[config.mk]
export PLATFORM = sky130hd
export DESIGN_NAME = scb_top
export DESIGN_NICKNAME = d
export VERILOG_FILES = /design/src/scb_pkg.sv /design/src/scb_ifs.sv /design/src/issue_arbiter.sv /design/src/scb_top.sv /design/src/stream_buffer.sv /design/src/warp_dispatch.sv /design/src/warp_scoreboard.sv
export VERILOG_INCLUDE_DIRS = /design/src
export SDC_FILE = /design/constraint.sdc
export NUM_CORES = 1
export LEC_CHECK = 0
export BUFFER_PORTS_ARGS = -buffer_cell sky130_fd_sc_hd__buf_2
export CAP_MARGIN = 15
export CORE_ASPECT_RATIO = 0.5
export CORE_UTILIZATION = 35
export DETAILED_ROUTE_END_ITERATION = 16
export PLACE_DENSITY = 0.53
export SLEW_MARGIN = 20
export SYNTH_ARGS = -nofsm -noshare
export SYNTH_HDL_FRONTEND = slang
export SYNTH_SLANG_ARGS = --single-unit
[constraint.sdc]
create_clock -name clk -period 7.98 [get_ports clk]
set_clock_uncertainty 0.05 [all_clocks]
set_input_delay 0.399 -clock clk [delete_from_list [all_inputs] [get_ports clk]]
set_output_delay 0.399 -clock clk [all_outputs]
set_load 0.01 [all_outputs]
[src/scb_cfg.svh]
// Scoreboard configuration
`ifndef SCB_CFG_SVH
`define SCB_CFG_SVH

// Slot and warp counts
`define SCB_ISSUE_WIDTH 2
`define SCB_NUM_WARPS   8

// Warp index within a slot, log2(warps / slots)
`define SCB_WIS_BITS    2
`define SCB_WID_BITS    3

// Architectural registers per warp
`define SCB_NUM_REGS    32
`define SCB_REG_BITS    5

// Instruction tag
`define SCB_UUID_BITS   8

// Longest allowed head stall in cycles
`define SCB_STALL_LIMIT 200

`endif

[src/scb_pkg.sv]
// Scoreboard shared types
`include "scb_cfg.svh"

package scb_pkg;

    // Execution unit class
    typedef enum logic [1:0] {
        EX_ALU    = 2'd0,
        EX_LSU    = 2'd1,
        EX_SFU    = 2'd2,
        EX_TENSOR = 2'd3
    } ex_type_e;

    // Decoded instruction as seen by the issue stage
    typedef struct packed {
        logic [`SCB_UUID_BITS-1:0] uuid;
        logic [`SCB_WID_BITS-1:0]  wid;
        ex_type_e                  ex_type;
        logic                      wb;
        logic                      tensor_wait;
        logic [`SCB_REG_BITS-1:0]  rd;
        logic [`SCB_REG_BITS-1:0]  rs1;
        logic [`SCB_REG_BITS-1:0]  rs2;
        logic [`SCB_REG_BITS-1:0]  rs3;
    } instr_t;

    // Writeback returned by an execution unit
    typedef struct packed {
        logic [`SCB_WID_BITS-1:0] wid;
        logic [`SCB_REG_BITS-1:0] rd;
        logic                     eop;
        logic                     tensor;
    } wb_t;

endpackage

[src/scb_ifs.sv]
// Scoreboard stream interfaces
`timescale 1ns/1ns

// Instruction stream with valid/ready handshake
interface instr_stream_if;
    logic            valid;
    logic            ready;
    scb_pkg::instr_t data;

    modport master (
        output valid,
        output data,
        input  ready
    );

    modport slave (
        input  valid,
        input  data,
        output ready
    );
endinterface

// Writeback stream, never back-pressured
interface wb_if;
    logic         valid;
    scb_pkg::wb_t data;

    modport master (output valid, output data);
    modport slave (input valid, input data);
endinterface

[src/issue_arbiter.sv]
// Round-robin issue merge
`timescale 1ns/1ns
`include "scb_cfg.svh"

module issue_arbiter (
    input  logic            clk,
    input  logic            reset,
    instr_stream_if.slave   slot_in [`SCB_ISSUE_WIDTH],
    output logic            out_valid,
    output scb_pkg::instr_t out_data,
    input  logic            out_ready
);
    localparam int N         = `SCB_ISSUE_WIDTH;
    localparam int SLOT_BITS = `SCB_WID_BITS - `SCB_WIS_BITS;

    logic [N-1:0]         slot_valid;
    scb_pkg::instr_t      slot_data [N];
    logic [SLOT_BITS-1:0] last_grant;
    logic [SLOT_BITS-1:0] grant;
    logic [SLOT_BITS-1:0] cand;
    logic                 grant_valid;

    generate
        for (genvar i = 0; i < N; i++) begin : g_slot
            assign slot_valid[i]   = slot_in[i].valid;
            assign slot_data[i]    = slot_in[i].data;
            assign slot_in[i].ready = out_ready && grant_valid && (grant == SLOT_BITS'(i));
        end
    endgenerate

    // Scan farthest first, so the slot right after the last winner ends up chosen
    always_comb begin
        grant       = last_grant;
        grant_valid = 1'b0;
        cand        = last_grant;
        for (int k = N; k >= 1; k--) begin
            cand = SLOT_BITS'((int'(last_grant) + k) % N);
            if (slot_valid[cand]) begin
                grant       = cand;
                grant_valid = 1'b1;
            end
        end
    end

    // Full warp id from the slot's upper bits and the slot number
    always_comb begin
        out_data     = slot_data[grant];
        out_data.wid = {slot_data[grant].wid[`SCB_WID_BITS-1 -: `SCB_WIS_BITS], grant};
    end

    assign out_valid = grant_valid;

    always_ff @(posedge clk) begin
        if (reset) begin
            last_grant <= SLOT_BITS'(N - 1);
        end else if (out_valid && out_ready) begin
            last_grant <= grant;
        end
    end

endmodule

[src/scb_top.sv]
// Issue-stage scoreboard top
`timescale 1ns/1ns
`include "scb_cfg.svh"

module scb_top (
    input  logic            clk,
    input  logic            reset,
    input  logic            in_valid,
    input  scb_pkg::instr_t in_data,
    output logic            in_ready,
    input  logic            wb_valid,
    input  scb_pkg::wb_t    wb_data,
    output logic            out_valid,
    output scb_pkg::instr_t out_data,
    input  logic            out_ready
);
    instr_stream_if disp_if [`SCB_ISSUE_WIDTH] ();
    wb_if           slot_wb_if [`SCB_ISSUE_WIDTH] ();
    instr_stream_if issue_if [`SCB_ISSUE_WIDTH] ();

    warp_dispatch dispatch (
        .in_valid (in_valid),
        .in_data  (in_data),
        .in_ready (in_ready),
        .wb_valid (wb_valid),
        .wb_data  (wb_data),
        .slot_out (disp_if),
        .slot_wb  (slot_wb_if)
    );

    generate
        for (genvar i = 0; i < `SCB_ISSUE_WIDTH; i++) begin : g_slot
            warp_scoreboard scoreboard (
                .clk   (clk),
                .reset (reset),
                .ibuf  (disp_if[i]),
                .wb    (slot_wb_if[i]),
                .issue (issue_if[i])
            );
        end
    endgenerate

    issue_arbiter arbiter (
        .clk       (clk),
        .reset     (reset),
        .slot_in   (issue_if),
        .out_valid (out_valid),
        .out_data  (out_data),
        .out_ready (out_ready)
    );

endmodule

[src/stream_buffer.sv]
// Two-entry stream buffer
`timescale 1ns/1ns

module stream_buffer (
    input  logic            clk,
    input  logic            reset,
    input  logic            valid_in,
    input  scb_pkg::instr_t data_in,
    output logic            ready_in,
    output logic            valid_out,
    output scb_pkg::instr_t data_out,
    input  logic            ready_out
);
    scb_pkg::instr_t skid_data;
    logic            skid_valid;
    logic            skid_valid_n;
    logic            load_out;
    logic            push;

    assign load_out = !valid_out || ready_out;
    assign push     = valid_in && ready_in;

    // Skid entry fills only when the output register is stuck
    assign skid_valid_n = skid_valid ? !load_out : (push && !load_out);

    always_ff @(posedge clk) begin
        if (reset) begin
            valid_out  <= 1'b0;
            skid_valid <= 1'b0;
            ready_in   <= 1'b0;
        end else begin
            valid_out  <= load_out ? (skid_valid || push) : valid_out;
            skid_valid <= skid_valid_n;
            ready_in   <= !skid_valid_n;
        end
    end

    // Payload
    always_ff @(posedge clk) begin
        if (load_out) begin
            data_out <= skid_valid ? skid_data : data_in;
        end
        if (push && !load_out) begin
            skid_data <= data_in;
        end
    end

endmodule

[src/warp_dispatch.sv]
// Warp to slot dispatch
`timescale 1ns/1ns
`include "scb_cfg.svh"

module warp_dispatch (
    input  logic            in_valid,
    input  scb_pkg::instr_t in_data,
    output logic            in_ready,
    input  logic            wb_valid,
    input  scb_pkg::wb_t    wb_data,
    instr_stream_if.master  slot_out [`SCB_ISSUE_WIDTH],
    wb_if.master            slot_wb [`SCB_ISSUE_WIDTH]
);
    localparam int SLOT_BITS = `SCB_WID_BITS - `SCB_WIS_BITS;

    logic [SLOT_BITS-1:0]        in_sel;
    logic [SLOT_BITS-1:0]        wb_sel;
    logic [`SCB_ISSUE_WIDTH-1:0] slot_ready;

    // Owning slot sits in the low warp id bits
    assign in_sel = in_data.wid[SLOT_BITS-1:0];
    assign wb_sel = wb_data.wid[SLOT_BITS-1:0];

    generate
        for (genvar i = 0; i < `SCB_ISSUE_WIDTH; i++) begin : g_slot
            // Instruction path
            assign slot_out[i].valid = in_valid && (in_sel == SLOT_BITS'(i));
            assign slot_out[i].data  = in_data;
            assign slot_ready[i]     = slot_out[i].ready;

            // Writeback path
            assign slot_wb[i].valid = wb_valid && (wb_sel == SLOT_BITS'(i));
            assign slot_wb[i].data  = wb_data;
        end
    endgenerate

    // Only the addressed slot can accept
    assign in_ready = slot_ready[in_sel];

endmodule

[src/warp_scoreboard.sv]
// Per-slot register scoreboard
`timescale 1ns/1ns
`include "scb_cfg.svh"

module warp_scoreboard (
    input  logic           clk,
    input  logic           reset,
    instr_stream_if.slave  ibuf,
    wb_if.slave            wb,
    instr_stream_if.master issue
);
    localparam int WARPS_PER_SLOT = `SCB_NUM_WARPS / `SCB_ISSUE_WIDTH;

    // One bit per register of each warp served here
    logic [WARPS_PER_SLOT-1:0][`SCB_NUM_REGS-1:0] inuse_regs;
    // Tensor unit has no destination register
    logic [WARPS_PER_SLOT-1:0]                    inuse_tensor;

    logic [`SCB_WIS_BITS-1:0] head_wis;
    logic [`SCB_WIS_BITS-1:0] wb_wis;

    logic       inuse_rd;
    logic       inuse_rs1;
    logic       inuse_rs2;
    logic       inuse_rs3;
    logic       tensor_block;
    logic [3:0] operands_busy;
    logic       operands_ready;

    logic       stg_valid;
    logic       stg_ready;
    logic       accept;
    logic       wb_fire;

    // Within-slot index from the upper warp id bits
    assign head_wis = ibuf.data.wid[`SCB_WID_BITS-1 -: `SCB_WIS_BITS];
    assign wb_wis   = wb.data.wid[`SCB_WID_BITS-1 -: `SCB_WIS_BITS];

    // Hazard lookup for the head instruction
    assign inuse_rd  = inuse_regs[head_wis][ibuf.data.rd];
    assign inuse_rs1 = inuse_regs[head_wis][ibuf.data.rs1];
    assign inuse_rs2 = inuse_regs[head_wis][ibuf.data.rs2];
    assign inuse_rs3 = inuse_regs[head_wis][ibuf.data.rs3];

    // rd is checked too, which blocks WAW
    assign operands_busy  = {inuse_rd, inuse_rs1, inuse_rs2, inuse_rs3};
    assign tensor_block   = ibuf.data.tensor_wait && inuse_tensor[head_wis];
    assign operands_ready = !(|operands_busy) && !tensor_block;

    assign stg_valid  = ibuf.valid && operands_ready;
    assign ibuf.ready = stg_ready && operands_ready;

    assign accept  = ibuf.valid && ibuf.ready;
    assign wb_fire = wb.valid && wb.data.eop;

    stream_buffer staging (
        .clk       (clk),
        .reset     (reset),
        .valid_in  (stg_valid),
        .data_in   (ibuf.data),
        .ready_in  (stg_ready),
        .valid_out (issue.valid),
        .data_out  (issue.data),
        .ready_out (issue.ready)
    );

    // Clears come first so a set on the same edge wins
    always_ff @(posedge clk) begin
        if (reset) begin
            inuse_regs   <= '0;
            inuse_tensor <= '0;
        end else begin
            if (wb_fire) begin
                if (wb.data.tensor) begin
                    inuse_tensor[wb_wis] <= 1'b0;
                end else begin
                    inuse_regs[wb_wis][wb.data.rd] <= 1'b0;
                end
            end
            if (accept && ibuf.data.wb) begin
                inuse_regs[head_wis][ibuf.data.rd] <= 1'b1;
            end
            if (accept && (ibuf.data.ex_type == scb_pkg::EX_TENSOR)) begin
                inuse_tensor[head_wis] <= 1'b1;
            end
        end
    end

endmodule
# --- Word level (Yosys, flattened, before mapping) ---
# Index checks and enable logic that the tools add are counted.
# Widths: inputs -> output; s select.
op_classes:
  addsub: 2
  n_lt_le_gt_ge: 15
  eq_ne: 1
  mux: 69
  bitwise_logic: 14
  n_reduce_logical: 47
op_table:
  columns: ["op", "count"]
  rows:
  - ["$mux 128", 8]
  - ["$and 128x128->128", 2]
  - ["$or 128x128->128", 2]
  - ["$mux 35", 5]
  - ["$bmux 32 s2", 2]
  - ["$demux 32 s2", 2]
  - ["$mux 32", 4]
  - ["$not 128->128", 1]
  - ["$bmux 1 s5", 8]
  - ["$mux 4", 8]
  - ["$logic_and 1x1->1", 31]
  - ["$lt 5x6->1 const B", 5]
  - ["$mux 1", 26]
  - ["$demux 1 s5", 2]
  - ["$ge 5x1->1 const B", 2]
  - ["$logic_not 1->1", 10]
  - ["$and 4x4->4", 2]
  - ["$or 4x4->4", 2]
  - ["$reduce_or 4->1", 2]
  - ["$lt 1x2->1 const B", 3]
  - ["$lt 2x3->1 const B", 2]
  - ["$bmux 1 s2", 2]
  - ["$demux 1 s2", 2]
  - ["$ge 2x1->1 const B", 2]
  - ["7 further kinds", 13]
totals:
  ff_bits: 411
  inputBits: 50
  output_inout_bits: 37
  wordCells: 201

# --- Longest topological paths before layout ---
depth:
  ltp_word: 13
  ltp_mapped: 16
  mapped_depth_nobuf: 8

# --- Cells and area by module ---
# Synthesis repeated with hierarchy kept, for this count alone.
unflattened:
  hier_cells: 2596
  area_unflattened_um2: 27232.4
by_module_without_submodules:
  columns: ["mod", "n_inst", "cells_per_inst", "area_per_inst_um2", "seq_area_each_um2"]
  rows:
  - ["warp_scoreboard at g_slot[1].scoreboard", 1, 1107, 10228.6, 2642.5]
  - ["warp_scoreboard at g_slot[0].scoreboard", 1, 1106, 10224.8, 2642.5]
  - ["stream_buffer", 2, 119, 2778.9, 2162.1]
  - ["warp_dispatch", 1, 95, 719.4, 0.0]
  - ["issue_arbiter", 1, 50, 501.7, 20.0]

# --- Worst setup path after synthesis ---
# OpenSTA, ideal clock, no wires.
synth_timing:
  path_type: "input-to-reg"
  start: "in in_data[26] (netlist name)"
  end: "reg g_slot[0].scoreboard.staging.skid_data[0] (netlist name) (enable)"
  setup_time_ps: 425
  arrival_time_ps: 4153
  required_time_ps: 7505
  path_slack_ps: 3352
  stages: 13
  n_path_buf: 5
  cell_sequence: "buf_4 buf_6 buf_6 buf_2 buf_1 mux4_2 o32ai_1 a21oi_1 o2111ai_1 o41ai_1 nor3b_1 nand3_1 nor2_1"
synth_between:
  elab_chain_cells: 10
  word_cells_on_any_way: 20
  classes_between: "12 x mux; 8 x reduce/logical"
synth_lines:
  columns: ["item", "line", "rtl"]
  rows:
  - ["from (decl)", "scb_top.sv:9", "input scb_pkg::instr_t in_data,"]
  - ["$bmux 32 s2", null, null]
  - ["$mux 32 (not written as such)", null, null]
  - ["$bmux 1 s5 (on tied branches)", null, null]
  - ["$mux 1 (on tied branches)", null, null]
  - ["$reduce_or 4->1", "warp_scoreboard.sv:48", "assign operands_ready = !(|operands_busy) && !tensor_block;"]
  - ["$logic_not 1->1", "warp_scoreboard.sv:48", null]
  - ["$logic_and 1x1->1 (*)", "warp_scoreboard.sv:48", null]
  - ["$logic_and 1x1->1 (*)", "warp_scoreboard.sv:50", "assign stg_valid = ibuf.valid && operands_ready;"]
  - ["$logic_and 1x1->1 (*)", "stream_buffer.sv:21", "assign push = valid_in && ready_in;"]
  - ["$logic_and 1x1->1 (*)", "stream_buffer.sv:43", "if (push && !load_out) begin"]
  - ["to (signal assigned)", "stream_buffer.sv:44", "skid_data <= data_in;"]
  - ["to (decl)", "stream_buffer.sv:14", "scb_pkg::instr_t skid_data;"]
# Mark *: on every way between the ends. The rest lies on a longest branch, timed or not. The select of a mux whose other input is x is not followed.
# A chain may end at the register's enable or synchronous reset.

# --- Worst setup path after layout ---
layout_timing:
  start: "in in_data[26] (netlist name)"
  end: "out in_ready"
layout_between:
  elab_chain_cells: 10
  word_cells_on_any_way: 38
  classes_between: "26 x mux; 12 x reduce/logical"
layout_lines:
  columns: ["item", "line", "rtl"]
  rows:
  - ["$bmux 32 s2", null, null]
  - ["$mux 32 (not written as such)", null, null]
  - ["$bmux 1 s5 (on tied branches)", null, null]
  - ["$mux 1 (on tied branches)", null, null]
  - ["$reduce_or 4->1", "warp_scoreboard.sv:48", null]
  - ["$logic_not 1->1", "warp_scoreboard.sv:48", null]
  - ["$logic_and 1x1->1", "warp_scoreboard.sv:48", null]
  - ["$logic_and 1x1->1", "warp_scoreboard.sv:51", "assign ibuf.ready = stg_ready && operands_ready;"]
  - ["$mux 1 (not written as such) (*) (2 in a row)", "warp_dispatch.sv:38", "assign in_ready = slot_ready[in_sel];"]
  - ["to (decl)", "scb_top.sv:10", "output logic in_ready,"]
# Marked as above.

==> qor.csv <==
stage;metric;value;unit
timing;final total negative setup slack;0;ps
finish;final instance count without filler cells;2961;
die;total I/O pin count;87;
flow_run;number of maximum-capacitance violations;0;
die;Initial Utilization;35.8;%
timing;count of final max-slew check failures;0;
finish;summed area of non-filler cells in the final layout;25200;um^2
power_and_ir_drop;Psw;1.24;mW
timing;pin slew with the least headroom to its limit;1180;ps
global_route;global-route wire length before repair;127000;um
die;Die Outline Area;66200;um^2
critical_path;CP arrival;4930;ps
synthesis;instance count of the mapped netlist;2106;
finish;ratio of cells with drive above 1 in the final layout;20.8;%
clock_tree;clock transition at the registers of the reported paths;60;ps
detailed_routing;DRC violations left;0;
timing;final critical path time including I/O delays and setup;5380;ps
power_and_ir_drop;VDD IR-drop max;0.133;mV
synthesis;Unique masters post-synth;64;
clock_tree;Inserted Clock Buffers;43;
global_route;total congestion overflow after global routing;0;
synthesis;largest cells by area after synthesis;dfxtp_1 24%, edfxtp_1 18%, mux4_2 15%;
timing;setup violators final;0;
power_and_ir_drop;sequential group share of total power;46.1;%
detailed_routing;violation count after the first detailed-routing iteration;2545;
synthesis;register bit total from synthesis;407;
timing;remaining max-slew budget at the tightest pin;20.1;%
timing;maximum frequency from static timing analysis;0.186;GHz
synthesis;top flip-flop cell by instance count after synthesis;dfxtp_1;
global_route;antenna violations before repair;2;
placement;post-placement setup slack;2490;ps
detailed_routing;average wire per standard cell;28.8;um
synthesis;most frequently used cell type in the post-synthesis netlist;dfxtp_1;
detailed_routing;via-per-instance ratio;6.61;
global_route;GRT Util Overall;25.3;%
synthesis;average instance area after synthesis;10.8;um^2
synthesis;synth cell count leaders;271 x dfxtp_1, 265 x nand2_1, 265 x o31ai_1, 261 x o211ai_1, 151 x mux4_2;
die;site row count;65;
timing;final worst-path cycle share;67.5;%
placement;area after detailed placement;23700;um^2
die;Horiz. Die Dim;363;um
die;placeable core region;63700;um^2
placement;number of port buffers;86;
power_and_ir_drop;cell leakage power;8.13;nW
global_route;vias in the first global route;18583;
clock_tree;number of instances resized during post-cts repair;0;
placement;RD Place Congestion;0.970;
power_and_ir_drop;Power, Total;4.71;mW
synthesis;post-synthesis sequential area ratio;41.7;%
timing;total count of hold-check failures in the final report;0;
timing;Setup WS post-layout;2600;ps
synthesis;number of synthesis warnings;0;
die;overall die height;182;um
min_path;path class of the lowest-slack min-delay path;input pin to register;
synthesis;mapped cell area;22800;um^2
detailed_routing;final wirelength;85100;um
placement;Inst Count DP;2883;
clock_tree;clock root cell;clkbuf_16;
power_and_ir_drop;Comb power frac;10.1;%
critical_path;kind of start point of the critical path;input pin;
detailed_routing;Pre-Repair DR Iteration Count;5;
synthesis;number of enable-type register cells in the synthesized netlist;136;
detailed_routing;post-detailed-route count of antenna-violating nets;0;
placement;Detailed Place HPWL;53000;um
run_status;status;complete, no violations;
finish;final core area utilization;39.5;%
clock_tree;CTS sink count;407;
synthesis;net count after synthesis;2156;
timing;setup repair after global routing missed its margin;false;
clock_tree;H-tree depth reported by CTS;2;
power_and_ir_drop;ratio of total power to cell area;187;nW/um^2
synthesis;Async SR Flop Fraction;0;%
critical_path;endpoint kind of the worst setup timing path;primary output;
critical_path;class of the most critical setup path;input pin to primary output;
power_and_ir_drop;cell-internal power;3.48;mW
finish;area delta synth->final;10.3;%
finish;Fillers;6251;
power_and_ir_drop;clock share of power;43.8;%
finish;number of nets in the final layout;2108;
global_route;largest net degree at the start of global routing;106;
power_and_ir_drop;share of total power consumed by net switching;26.2;%
critical_path;maximum fanout along the worst path;87;
detailed_routing;via count of the routed design;19575;
clock_tree;TritonCTS clock tree;done;
timing;worst slack on hold paths;16.1;ps
clock_tree;maximum buffer depth of the clock tree;3;
finish;diodes inserted;0;
critical_path;Critical Path RT;7530;ps
clock_tree;source-to-sink clock delay at the later pin of the worst-skew pair;580;ps
synthesis;cell type with the largest total area after synthesis;dfxtp_1;
synthesis;share of the synthesized area in the top cell type;23.8;%
[power by group through the flow]
stage | combinational [mW] | sequential, mW | clock [mW]
3_3_place_gp | 0.460 | 2.22 | 0
6_report | 0.474 | 2.17 | 2.06
5_1_grt | 0.497 | 2.17 | 2.18
4_1_cts | 0.463 | 2.17 | 2.08
3_5_place_dp | 0.461 | 2.22 | 0
2_1_floorplan | 0.293 | 2.22 | 0
[state kept, by name, summed over array words and instances, names as in the netlist]
register / cells
arbiter.last_grant: 1
g_slot.scoreboard.staging.ready_in: 2
g_slot.scoreboard.inuse_tensor: 8
g_slot.scoreboard.inuse_regs: 256
g_slot.scoreboard.staging.skid_data: 68
g_slot.scoreboard.staging.skid_valid: 2
g_slot.scoreboard.staging.valid_out: 2
g_slot.scoreboard.staging.data_out: 68
[critical path, cell delays in order]
cell,delay (ps)
clkbuf_8,660
buf_4,690
mux4_2,450
o31ai_1,240
a21oi_1,70
o31ai_1,460
nand4_1,190
nor4_2,440
nand3_4,650
nand2_1,410
buf_2,190
[cell type report]
cell class | count | area, um^2 | area share, %
Clock inverter | 14 | 166 | 0.662
Clock buffer | 63 | 1240 | 4.94
Inverter | 14 | 57.6 | 0.229
Multi-Input combinational cell | 1463 | 12300 | 48.9
Timing Repair Buffer | 129 | 783 | 3.11
Tap cell | 871 | 1090 | 4.33
Sequential cell | 407 | 9510 | 37.8
[cell usage in the layout, fill, tap and decap left out, drive strengths merged, types with 6 or more instances in the layout]
cell       n
clkbuf    64
o311ai     6
nor2      33
o22ai      8
a31oi     10
clkinv    11
and3      11
nand3     62
mux2i     86
o211ai   261
o31ai    265
buf      127
inv       13
mux2      63
dfxtp    271
mux4     151
a21oi     24
o2111ai    7
a22oi     21
o21ai     45
nand4     12
nor2b     18
nand2b     9
a22o       8
nor3b      8
nand2    265
nor3      18
edfxtp   136
[path summary, 6_finish.rpt]
| path | from | to | slack [ps] | cells past startpoint |
|---|---|---|---|---|
| worst min-delay path | in_data[29] | g_slot[0].scoreboard.staging.skid_data[29]$_DFFE_PP_ | 20 | 1 |
| worst min register to register | g_slot[1].scoreboard.inuse_tensor[2]$_SDFF_PP0_ | g_slot[1].scoreboard.inuse_tensor[2]$_SDFF_PP0_ | 420 | 2 |
| worst max-delay path | in_data[26] | in_ready | 2600 | 11 |
| worst max register to register | g_slot[0].scoreboard.inuse_regs[5]$_SDFF_PP0_ | g_slot[0].scoreboard.inuse_tensor[3]$_SDFF_PP0_ | 3640 | 9 |
[metal layers]
metal | vias up | routed length (um) | GRT usage (%)
met2 | 1098 | 36800 | 37.7
met4 | 2 | 2860 | 8.49
met5 | - | 13 | 0
li1 | 8370 | - | -
met3 | 200 | 9160 | 6.32
met1 | 9905 | 36300 | 35.7
[what timing repair did]
| item | CTS | global route |
|---|---|---|
| hold buffers | 1 | 0 |
| hold endpoints to repair | 2 | 0 |
| endpoints found under the setup margin | 0 | 0 |
| buffers inserted | 0 | 0 |
[cell families after synthesis]
| family | synth area share (%) |
|---|---|
| muxes | 21.8 |
| AOI/OAI and AO/OA | 22.3 |
| DFF | 41.7 |
| buffers and inverters | 4.65 |
| and+or+nand+nor | 9.49 |
No activity file was read; power rests on OpenSTA's default activity.
